## config.mk

```make
export PLATFORM = sky130hd
export DESIGN_NAME = sdh_host_top
export DESIGN_NICKNAME = d
export VERILOG_FILES = /design/src/hw/sdh_bus_pkg.sv /design/src/hw/sdh_card_pkg.sv /design/src/hw/sdh_xfer_fifo.sv /design/src/hw/sdh_wb_decode.sv /design/src/hw/sdh_exec_ctrl.sv /design/src/hw/sdh_host_top.sv
export SDC_FILE = /design/constraint.sdc
export NUM_CORES = 2
export LEC_CHECK = 0
export BUFFER_PORTS_ARGS = -buffer_cell sky130_fd_sc_hd__clkbuf_2
export CORE_MARGIN = 4
export CORE_UTILIZATION = 40
export DETAILED_ROUTE_END_ITERATION = 7
export SLEW_MARGIN = 5
export SYNTH_ARGS = -nofsm -noshare
export SYNTH_HDL_FRONTEND = slang
export SYNTH_HIERARCHICAL = 1
export SYNTH_SLANG_ARGS = --single-unit
```

## constraint.sdc

```tcl
create_clock -name wb_clock_i -period 29.3 [get_ports wb_clock_i]
set_input_delay 2.93 -clock wb_clock_i [delete_from_list [all_inputs] [get_ports wb_clock_i]]
set_output_delay 2.93 -clock wb_clock_i [all_outputs]
set_load 0.05 [all_outputs]
```

## src/hw/sdh_bus_pkg.sv

```systemverilog
package sdh_bus_pkg;

	// bus data path
	localparam int DAT_W = 128;
	localparam int ADR_W = 5;

	// configuration register file
	localparam int NUM_REGS  = 16;
	localparam int REG_W     = 32; // upper bits of a register read are zero
	localparam int REG_IDX_W = $clog2(NUM_REGS);

	// special addresses above the register file
	localparam logic [ADR_W-1:0] ADR_CMD_EXEC  = 5'd16; // start a command
	localparam logic [ADR_W-1:0] ADR_FIFO_WR   = 5'd17; // push into transmit FIFO
	localparam logic [ADR_W-1:0] ADR_FIFO_RD   = 5'd18; // pop from receive FIFO
	localparam logic [ADR_W-1:0] ADR_DATA_EXEC = 5'd19; // start a data transfer

	// 20 to 31 are unmapped, answered with err

	typedef logic [DAT_W-1:0] sdh_word_t;

endpackage

```

## src/hw/sdh_card_pkg.sv

```systemverilog
package sdh_card_pkg;

	// register numbers forwarded to the command engine
	localparam int REG_CMD_INDEX = 0;
	localparam int REG_CMD_ARG   = 1;

	// command field widths on the card side
	localparam int CMD_INDEX_W = 6;
	localparam int CMD_ARG_W   = 32;

	// transfer FIFOs
	localparam int FIFO_DEPTH = 8;
	localparam int FIFO_PTR_W = $clog2(FIFO_DEPTH);
	localparam int FIFO_CNT_W = FIFO_PTR_W + 1; // must reach FIFO_DEPTH

	// receive side entry, data plus the line CRC verdict
	typedef struct packed {
		logic                    crc_bad;
		sdh_bus_pkg::sdh_word_t  data;
	} sdh_rx_entry_t;

endpackage

```

## src/hw/sdh_xfer_fifo.sv

```systemverilog
`timescale 1ns/1ps

// circular buffer, head entry always visible on pop_data_o
module sdh_xfer_fifo
	import sdh_card_pkg::*;
#(
	parameter type entry_t = logic
)
(
	input  logic   wb_clock_i,
	input  logic   rst_n_i,
	input  logic   push_i,
	input  entry_t push_data_i,
	input  logic   pop_i,
	output entry_t pop_data_o,
	output logic   full_o,
	output logic   empty_o
);

	entry_t mem [FIFO_DEPTH];

	logic [FIFO_PTR_W-1:0] wr_ptr;
	logic [FIFO_PTR_W-1:0] rd_ptr;
	logic [FIFO_CNT_W-1:0] count;
	logic                  do_push;
	logic                  do_pop;

	assign full_o  = (count == FIFO_CNT_W'(FIFO_DEPTH));
	assign empty_o = (count == '0);

	// push on full is ignored, caller checks full_o first
	assign do_push = push_i & ~full_o;
	assign do_pop  = pop_i & ~empty_o;

	assign pop_data_o = mem[rd_ptr];

	always_ff @(posedge wb_clock_i or negedge rst_n_i)
	begin
		if (!rst_n_i)
		begin
			wr_ptr <= '0;
			rd_ptr <= '0;
			count  <= '0;
		end
		else
		begin
			if (do_push)
				wr_ptr <= wr_ptr + 1'b1; // depth is a power of two, wraps
			if (do_pop)
				rd_ptr <= rd_ptr + 1'b1;

			case ({do_push, do_pop})
				2'b10:   count <= count + 1'b1;
				2'b01:   count <= count - 1'b1;
				default: count <= count; // both or none
			endcase
		end
	end

	// storage
	always_ff @(posedge wb_clock_i)
	begin
		if (do_push)
			mem[wr_ptr] <= push_data_i;
	end

endmodule

```

## src/hw/sdh_wb_decode.sv

```systemverilog
`timescale 1ns/1ps

module sdh_wb_decode
	import sdh_bus_pkg::*, sdh_card_pkg::*;
(
	input  logic                   wb_clock_i,
	input  logic                   rst_n_i,
	input  logic                   strobe_i,
	input  logic                   we_i,
	input  logic [ADR_W-1:0]       adr_i,
	input  sdh_word_t              dat_i,
	output sdh_word_t              dat_o,
	output logic                   ack_o,
	output logic                   err_o,
	output logic [CMD_INDEX_W-1:0] cmd_index_o,
	output logic [CMD_ARG_W-1:0]   cmd_arg_o,
	output logic                   cmd_req_o,
	output logic                   data_req_o,
	output logic                   push_req_o,
	output sdh_word_t              push_word_o,
	output logic                   pop_req_o,
	input  logic                   done_i,
	input  logic                   err_i,
	input  sdh_word_t              pop_word_i
);

	logic [REG_W-1:0] regs [NUM_REGS];
	logic [REG_W-1:0] rd_q;       // register read value, waits for the ack cycle
	logic             busy_q;     // bus cycle taken, cleared once strobe drops
	logic             wait_q;     // stage request outstanding
	logic             live_q;     // its bus cycle is still open
	logic [1:0]       loc_ack_q;  // local answers delayed to match the stage path
	logic [1:0]       loc_err_q;

	logic is_reg, is_cmd, is_data, is_push, is_pop, is_exec, is_special, unmapped;
	logic stage_hit, local_err, accept, stage_go;

	always_comb
	begin
		is_reg     = (adr_i < NUM_REGS);
		is_cmd     = (adr_i == ADR_CMD_EXEC);
		is_data    = (adr_i == ADR_DATA_EXEC);
		is_push    = (adr_i == ADR_FIFO_WR);
		is_pop     = (adr_i == ADR_FIFO_RD);
		is_exec    = is_cmd | is_data;
		is_special = is_exec | is_push | is_pop;
		unmapped   = (adr_i > ADR_DATA_EXEC);
		// execs and pushes are writes, a pop is a read
		stage_hit  = ((is_exec | is_push) & we_i) | (is_pop & ~we_i);
		// an open wait_q here means the master abandoned an exec, which is still running
		local_err  = unmapped | (is_special & ~stage_hit) | (is_exec & wait_q);
		// a push or pop stalls until the running exec answers
		accept     = strobe_i & ~busy_q & (is_reg | local_err | ~wait_q);
		stage_go   = accept & ~local_err & stage_hit;
	end

	assign cmd_index_o = regs[REG_CMD_INDEX][CMD_INDEX_W-1:0];
	assign cmd_arg_o   = regs[REG_CMD_ARG][CMD_ARG_W-1:0];

	always_ff @(posedge wb_clock_i or negedge rst_n_i)
	begin
		if (!rst_n_i)
		begin
			regs       <= '{default: '0};
			busy_q     <= 1'b0;
			wait_q     <= 1'b0;
			live_q     <= 1'b0;
			loc_ack_q  <= '0;
			loc_err_q  <= '0;
			ack_o      <= 1'b0;
			err_o      <= 1'b0;
			cmd_req_o  <= 1'b0;
			data_req_o <= 1'b0;
			push_req_o <= 1'b0;
			pop_req_o  <= 1'b0;
		end
		else
		begin
			if (accept)
				busy_q <= 1'b1;
			else if (!strobe_i)
				busy_q <= 1'b0;

			// one-cycle request pulses
			cmd_req_o  <= stage_go & is_cmd;
			data_req_o <= stage_go & is_data;
			push_req_o <= stage_go & is_push;
			pop_req_o  <= stage_go & is_pop;

			loc_ack_q <= {loc_ack_q[0], accept & is_reg};
			loc_err_q <= {loc_err_q[0], accept & local_err};

			// answers to an abandoned cycle are swallowed
			ack_o <= loc_ack_q[1] | (done_i & live_q);
			err_o <= loc_err_q[1] | (err_i & live_q);

			if (stage_go)
			begin
				wait_q <= 1'b1;
				live_q <= 1'b1;
			end
			else if (done_i | err_i)
			begin
				wait_q <= 1'b0;
				live_q <= 1'b0;
			end
			else if (!strobe_i)
				live_q <= 1'b0;

			if (accept & is_reg & we_i)
				regs[adr_i[REG_IDX_W-1:0]] <= dat_i[REG_W-1:0];
		end
	end

	always_ff @(posedge wb_clock_i)
	begin
		if (stage_go)
			push_word_o <= dat_i;
		if (accept & is_reg)
			rd_q <= regs[adr_i[REG_IDX_W-1:0]];

		if (loc_ack_q[1])
			dat_o <= {{(DAT_W-REG_W){1'b0}}, rd_q}; // zero extended register
		else if (done_i | err_i)
			dat_o <= pop_word_i; // also kept on a crc_bad pop
	end

endmodule

```

## src/hw/sdh_exec_ctrl.sv

```systemverilog
`timescale 1ns/1ps

module sdh_exec_ctrl
	import sdh_bus_pkg::*, sdh_card_pkg::*;
(
	input  logic          wb_clock_i,
	input  logic          rst_n_i,
	input  logic          cmd_req_i,
	input  logic          data_req_i,
	input  logic          push_req_i,
	input  sdh_word_t     push_word_i,
	input  logic          pop_req_i,
	output logic          done_o,
	output logic          err_o,
	output sdh_word_t     pop_word_o,
	output logic          cmd_start_o,
	input  logic          cmd_done_i,
	output logic          data_start_o,
	input  logic          data_done_i,
	output logic          tx_push_o,
	output sdh_word_t     tx_push_data_o,
	input  logic          tx_full_i,
	output logic          rx_pop_o,
	input  sdh_rx_entry_t rx_head_i,
	input  logic          rx_empty_i
);

	typedef enum logic [1:0] {
		ST_IDLE,
		ST_WAIT_CMD,
		ST_WAIT_DATA
	} exec_state_t;

	exec_state_t state;

	// FIFO side effects happen in the request cycle
	assign tx_push_o      = push_req_i & ~tx_full_i;
	assign tx_push_data_o = push_word_i;
	assign rx_pop_o       = pop_req_i & ~rx_empty_i;

	always_ff @(posedge wb_clock_i or negedge rst_n_i)
	begin
		if (!rst_n_i)
		begin
			state        <= ST_IDLE;
			cmd_start_o  <= 1'b0;
			data_start_o <= 1'b0;
			done_o       <= 1'b0;
			err_o        <= 1'b0;
		end
		else
		begin
			cmd_start_o  <= 1'b0;
			data_start_o <= 1'b0;
			done_o       <= 1'b0;
			err_o        <= 1'b0;

			case (state)
				ST_IDLE:
				begin
					if (cmd_req_i)
					begin
						cmd_start_o <= 1'b1;
						state       <= ST_WAIT_CMD;
					end
					else if (data_req_i)
					begin
						data_start_o <= 1'b1;
						state        <= ST_WAIT_DATA;
					end
				end
				ST_WAIT_CMD:
				begin
					if (cmd_done_i)
					begin
						done_o <= 1'b1; // command engine finished
						state  <= ST_IDLE;
					end
				end
				ST_WAIT_DATA:
				begin
					if (data_done_i)
					begin
						done_o <= 1'b1;
						state  <= ST_IDLE;
					end
				end
				default: state <= ST_IDLE;
			endcase

			if (push_req_i)
			begin
				err_o  <= tx_full_i;
				done_o <= ~tx_full_i;
			end

			if (pop_req_i)
			begin
				err_o  <= rx_empty_i | rx_head_i.crc_bad;
				done_o <= ~rx_empty_i & ~rx_head_i.crc_bad;
			end
		end
	end

	always_ff @(posedge wb_clock_i)
	begin
		if (pop_req_i)
			pop_word_o <= rx_head_i.data; // head entry before it leaves
	end

endmodule

```

## src/hw/sdh_host_top.sv

```systemverilog
`timescale 1ns/1ps

module sdh_host_top
	import sdh_bus_pkg::*, sdh_card_pkg::*;
(
	input  logic                   wb_clock_i,
	input  logic                   rst_n_i,
	input  logic                   strobe_i,
	input  logic                   we_i,
	input  logic [ADR_W-1:0]       adr_i,
	input  sdh_word_t              dat_i,
	output sdh_word_t              dat_o,
	output logic                   ack_o,
	output logic                   err_o,
	output logic [CMD_INDEX_W-1:0] cmd_index_o,
	output logic [CMD_ARG_W-1:0]   cmd_arg_o,
	output logic                   cmd_start_o,
	input  logic                   cmd_done_i,
	output logic                   data_start_o,
	input  logic                   data_done_i,
	output sdh_word_t              tx_data_o,
	output logic                   tx_valid_o,
	input  logic                   tx_ready_i,
	input  sdh_word_t              rx_data_i,
	input  logic                   rx_crc_bad_i,
	input  logic                   rx_valid_i,
	output logic                   rx_overrun_o
);

	logic          cmd_req, data_req, push_req, pop_req;
	logic          stage_done, stage_err;
	sdh_word_t     push_word, pop_word;
	logic          tx_push, tx_full, tx_empty;
	sdh_word_t     tx_push_data;
	logic          rx_pop, rx_full, rx_empty;
	sdh_rx_entry_t rx_head, rx_entry;

	assign tx_valid_o = ~tx_empty;

	assign rx_entry.data    = rx_data_i;
	assign rx_entry.crc_bad = rx_crc_bad_i;

	// no backpressure on receive, a word hitting a full FIFO is lost
	always_ff @(posedge wb_clock_i or negedge rst_n_i)
	begin
		if (!rst_n_i)
			rx_overrun_o <= 1'b0;
		else if (rx_valid_i & rx_full)
			rx_overrun_o <= 1'b1;
	end

	sdh_wb_decode sdh_wb_decode_i (
		.wb_clock_i (wb_clock_i),   .rst_n_i     (rst_n_i),
		.strobe_i   (strobe_i),     .we_i        (we_i),
		.adr_i      (adr_i),        .dat_i       (dat_i),
		.dat_o      (dat_o),        .ack_o       (ack_o),
		.err_o      (err_o),        .cmd_index_o (cmd_index_o),
		.cmd_arg_o  (cmd_arg_o),    .cmd_req_o   (cmd_req),
		.data_req_o (data_req),     .push_req_o  (push_req),
		.push_word_o(push_word),    .pop_req_o   (pop_req),
		.done_i     (stage_done),   .err_i       (stage_err),
		.pop_word_i (pop_word)
	);

	sdh_exec_ctrl sdh_exec_ctrl_i (
		.wb_clock_i    (wb_clock_i),  .rst_n_i       (rst_n_i),
		.cmd_req_i     (cmd_req),     .data_req_i    (data_req),
		.push_req_i    (push_req),    .push_word_i   (push_word),
		.pop_req_i     (pop_req),     .done_o        (stage_done),
		.err_o         (stage_err),   .pop_word_o    (pop_word),
		.cmd_start_o   (cmd_start_o), .cmd_done_i    (cmd_done_i),
		.data_start_o  (data_start_o),.data_done_i   (data_done_i),
		.tx_push_o     (tx_push),     .tx_push_data_o(tx_push_data),
		.tx_full_i     (tx_full),     .rx_pop_o      (rx_pop),
		.rx_head_i     (rx_head),     .rx_empty_i    (rx_empty)
	);

	// transmit queue drains straight to the card, independent of the exec FSM
	sdh_xfer_fifo #(.entry_t(sdh_word_t)) tx_fifo_i (
		.wb_clock_i (wb_clock_i),   .rst_n_i    (rst_n_i),
		.push_i     (tx_push),      .push_data_i(tx_push_data),
		.pop_i      (tx_ready_i & tx_valid_o),
		.pop_data_o (tx_data_o),
		.full_o     (tx_full),      .empty_o    (tx_empty)
	);

	sdh_xfer_fifo #(.entry_t(sdh_rx_entry_t)) rx_fifo_i (
		.wb_clock_i (wb_clock_i),   .rst_n_i    (rst_n_i),
		.push_i     (rx_valid_i),   .push_data_i(rx_entry),
		.pop_i      (rx_pop),       .pop_data_o (rx_head),
		.full_o     (rx_full),      .empty_o    (rx_empty)
	);

endmodule

```

==> run summary <==
The number of buffers added on ports came out at approximately 570. The compound-cell area share of the yosys netlist came out at 0.01006. The slowest stage of the critical path is the dfrtp_4 cell. CTS placed an instance of clkbuf_16 at the clock tree root.

The actual slew at the worst max-slew pin is roughly 1300 ps. The final-report max-slew violation count was 0. The detailed-routing iteration count for the pre-antenna-repair pass is 5. The quantity of gates resized following cts is 0.

The die area is between 300000 and 400000 um2. For this design the static power due to leakage is ~0.047 uW. Dividing the final minimum period by the clock period gives 0.2688. The number of top-level pins is 570.

TritonCTS built the clock tree. The mean post-synth cell area came out at between 20 and 25 um2. The worst setup path is captured at an output port. The total congestion overflow after global routing came out at 0. The run finished with clean final reports. Summing all multi-input logic gate instances after layout gives approximately 27000 um2. The number of max-capacitance violations reported is 0. After clock tree synthesis, the setup repair step added 0 buffers.

The number of buffers created by CTS came out at 324. The worst setup path is launched from a flip-flop. Setup repair after global routing left no endpoint under its margin. Of the total synthesized cell area, the portion taken by AND, OR, NAND and NOR gates is 0.01310. By area, the combinational part of the netlist is dominated by multiplexers.

The distinct cell type count after synthesis came out at 56. The initial antenna violation count came to 77. The share of flip-flops with an asynchronous set or reset after synthesis is 0.1825. The power density over cell area is around 83 nW/um2. Routability-driven placement finished with a final weighted congestion of 0.7545. Of the total synthesized cell area, the portion taken by full adders, half adders and majority gates is 0.001734. The maximum count of clock buffers along a single path came out at 4. The die extent in x came out at 548.6 um. The synthesized netlist occupies a cell area of approximately 120000 um2. The library cells used most frequently in the layout, excluding fill and tap cells, are edfxtp_1, mux2_2, mux4_2. The clock latency of the later-clocked register in the worst-skew pair is about 910 ps.

Setup violations remaining at the end of the flow were counted as 0. Traced cell by cell, the critical path runs through buf_4, buf_12, mux4_2, mux2_2, clkbuf_2. After the first detailed-routing iteration, the DRC count stood at ~4700. The count of hold buffers inserted by post-cts repair came out at 0. The floorplan row count came out at a little under 200. The hold violation count in the final report is 0.

The number of clock sinks came out at 3024. The number of placed instances with taps included is between 9000 and 10000. The data required time at the worst endpoint is ~26000 ps.

The most area-hungry cell type in the Yosys netlist is edfxtp_1. The kind of cell adding the most delay to the critical path is buffers and inverters. The maximum level of the CTS H-tree came out at 5. The fraction of final layout cells sized beyond drive strength 1 is 0.3951.

The number of synthesized flops with an enable pin came out at 2376. The die height came out at about 550 um. After layout, the minimum clock period comes to 7877 ps. Summed over all layers, the routed wires come to between 200 and 300 mm. The number of fillers in the final layout is around 24000.

The data arrival at the endpoint of the critical path is between 4000 and 5000 ps. Relative to the synthesized area, the layout overhead comes to 14.42%. For this configuration, the core starts out at a cell density of 0.4017. The final routed DRC violation total is 0. The post-synthesis register bit count is about 3000. The library cell used most frequently in the layout, excluding fill and tap cells, is edfxtp_1.

The register-to-register setup slack came out at approximately 25000 ps. The tightest min-delay check is of the flip-flop to flip-flop type. The number of global-route vias before repair is a little under 60000. After detailed routing, the number of vias per cell comes to around 5.4.

The area of the core is around 290000 um2. The count of cells in the finished layout, fillers not included, comes to 10240. After synthesis, the cell types taking the most area are edfxtp_1, dfrtp_1, mux4_2. The achievable clock frequency came out at ~130 MHz. The total nets after synthesis came out at between 5000 and 6000. For this run, the leading register cell type out of synthesis is edfxtp_1. Of the synthesized area, sequential elements account for 0.7448. Clock skew on the completed layout was measured at between 60 and 70 ps. The number of buffers and inverters on the critical path came out at 3. The count of warnings emitted by yosys is 6. The clock-pin slew of the registers on the worst-case setup and hold paths came out at 60 ps.

Synthesis produced a netlist whose cell count is 5526. The area taken by flip-flops and latches is ~87000 um2. IR analysis of the VDD net gives a maximum drop of 0.06726 mV. The path type of the worst setup path is flip-flop to output port. The layout net count came out at 6318.

Across every metal layer, demand over resource in global routing totals 0.1832. The routed via count came out at about 55000. Of the total synthesized cell area, the portion taken by XOR and XNOR cells is 0.0009738. The share of synthesized area in the top cell type comes to 0.6102. The HPWL reported at the end of detailed placement came out at around 160 mm. The largest net degree at the start of global routing is ~190. The average routed wire per standard cell came out at ~27 um.

The remaining max-slew budget at the tightest pin came out at 0.1549. The residual antenna-violating net count after detailed routing came out at 0. On the worst path, the slowest cell contributes a delay of just over 1000 ps. In the final timing run, aggregate negative setup slack is 0 ps. After synthesis, the share of cell area in mux cells is 0.2034.

The first global-routing pass estimated just over 400 mm of wire. The largest fanout on the critical path came out at roughly 120.
sequential cells by signal (all words and copies together), names as in the netlist, 2 cells and up:
signal / flops
rx_fifo_i/mem: 1032
tx_fifo_i/mem: 1024
sdh_wb_decode_i/regs: 474
sdh_exec_ctrl_i/pop_word_o: 128
sdh_wb_decode_i/dat_o: 128
sdh_wb_decode_i/push_word_o: 128
sdh_wb_decode_i/cmd_arg_o: 32
sdh_wb_decode_i/rd_q: 32
sdh_wb_decode_i/cmd_index_o: 6
rx_fifo_i/count: 4
tx_fifo_i/count: 4
rx_fifo_i/rd_ptr: 3
rx_fifo_i/wr_ptr: 3
tx_fifo_i/rd_ptr: 3
tx_fifo_i/wr_ptr: 3
sdh_exec_ctrl_i/state: 2
sdh_wb_decode_i/loc_ack_q: 2
sdh_wb_decode_i/loc_err_q: 2
kinds of logic after synthesis:
| family | after synthesis |
|---|---|
| XOR/XNOR | 13 |
| flip-flops | 3024 |
| multiplexers | 1449 |
| AO/OA/AOI/OAI | 190 |
| adder cells (fa/ha/maj) | 15 |
| AND/OR/NAND/NOR | 343 |
| buffers and inverters | 492 |
synth_stat cells (3+ instances only):
cell         n
a22oi_1     64
nand2b_1     9
ha_1        13
clkbuf_1   129
mux2_1      86
buf_1       41
xnor2_1     11
nor2b_1      9
inv_1       17
edfxtp_1  2376
mux2_2     719
mux4_1      62
o211ai_1     3
dfrtp_1    552
nand3_1     20
nor3_1       7
nor3_2       3
dfxtp_1     96
nor2_1      22
buf_2       66
or4b_2       4
o21ai_0      4
buf_6       51
a21o_1       3
a21oi_1    104
mux4_2     580
nand2_1    242
nor3b_1      6
buf_4      185
final timing paths:
check,start,endpoint,cells past startpoint
max in group asynchronous,rst_n_i,tx_fifo_i/rd_ptr[0],4
setup reg to reg,rx_fifo_i/count[3],rx_fifo_i/mem[7][69],5
hold reg to reg,sdh_wb_decode_i/loc_ack_q[0],sdh_wb_decode_i/loc_ack_q[1],0
setup / recovery,tx_fifo_i/rd_ptr[0],tx_data_o[110],5
min in group asynchronous,rst_n_i,sdh_wb_decode_i/regs[176],1
hold / removal,sdh_wb_decode_i/loc_ack_q[0],sdh_wb_decode_i/loc_ack_q[1],0
layout make-up:
class	count	share of cell area
clock inverters	146	0.01345
multi-input cells	2010	0.2020
inverters	17	0.0004770
well taps	3900	0.03648
repair buffers	656	0.02758
clock buffers	454	0.06824
flip-flops and latches	3024	0.6512
diodes	35	0.0006547
power breakdown:
group          leakage, uW  switching [uW]  internal (uW)
Sequential          0.0297             134           4920
Clock              0.00530            1680           2440
Combinational       0.0120            1260            704
Total               0.0470            3070           8060
metrics by stage:
stage	power (uW)	cell area (um2)	setup WS (ps)	hold WS [ps]	utilization
CTS	11280	133700	21140	348.3	0.4593
detailed placement	7135	122800	22140	334.7	0.4217
finish	11140	133800	21420	347.1	0.4596
floorplan	6625	116900	16750	331.2	-
global placement	7103	122800	22190	331.9	0.4217
global route	11580	133700	20920	355.9	0.4594
layer usage:
layer,vias to the layer above,share of wire,global-route usage
met3,433,0.071,0.04207
li1,23190,-,-
met2,1707,0.48,0.2952
met5,-,0.00083,0
met1,29500,0.41,0.2477
met4,36,0.031,0.05894
worst register-to-register path, stage by stage (launching register included):
cell,delay [ps]
dfrtp_1,440
or4b_2,320
nand3_1,300
nor2_4,680
buf_4,940
buf_4,890
No activity file was read; power rests on OpenSTA's default activity.
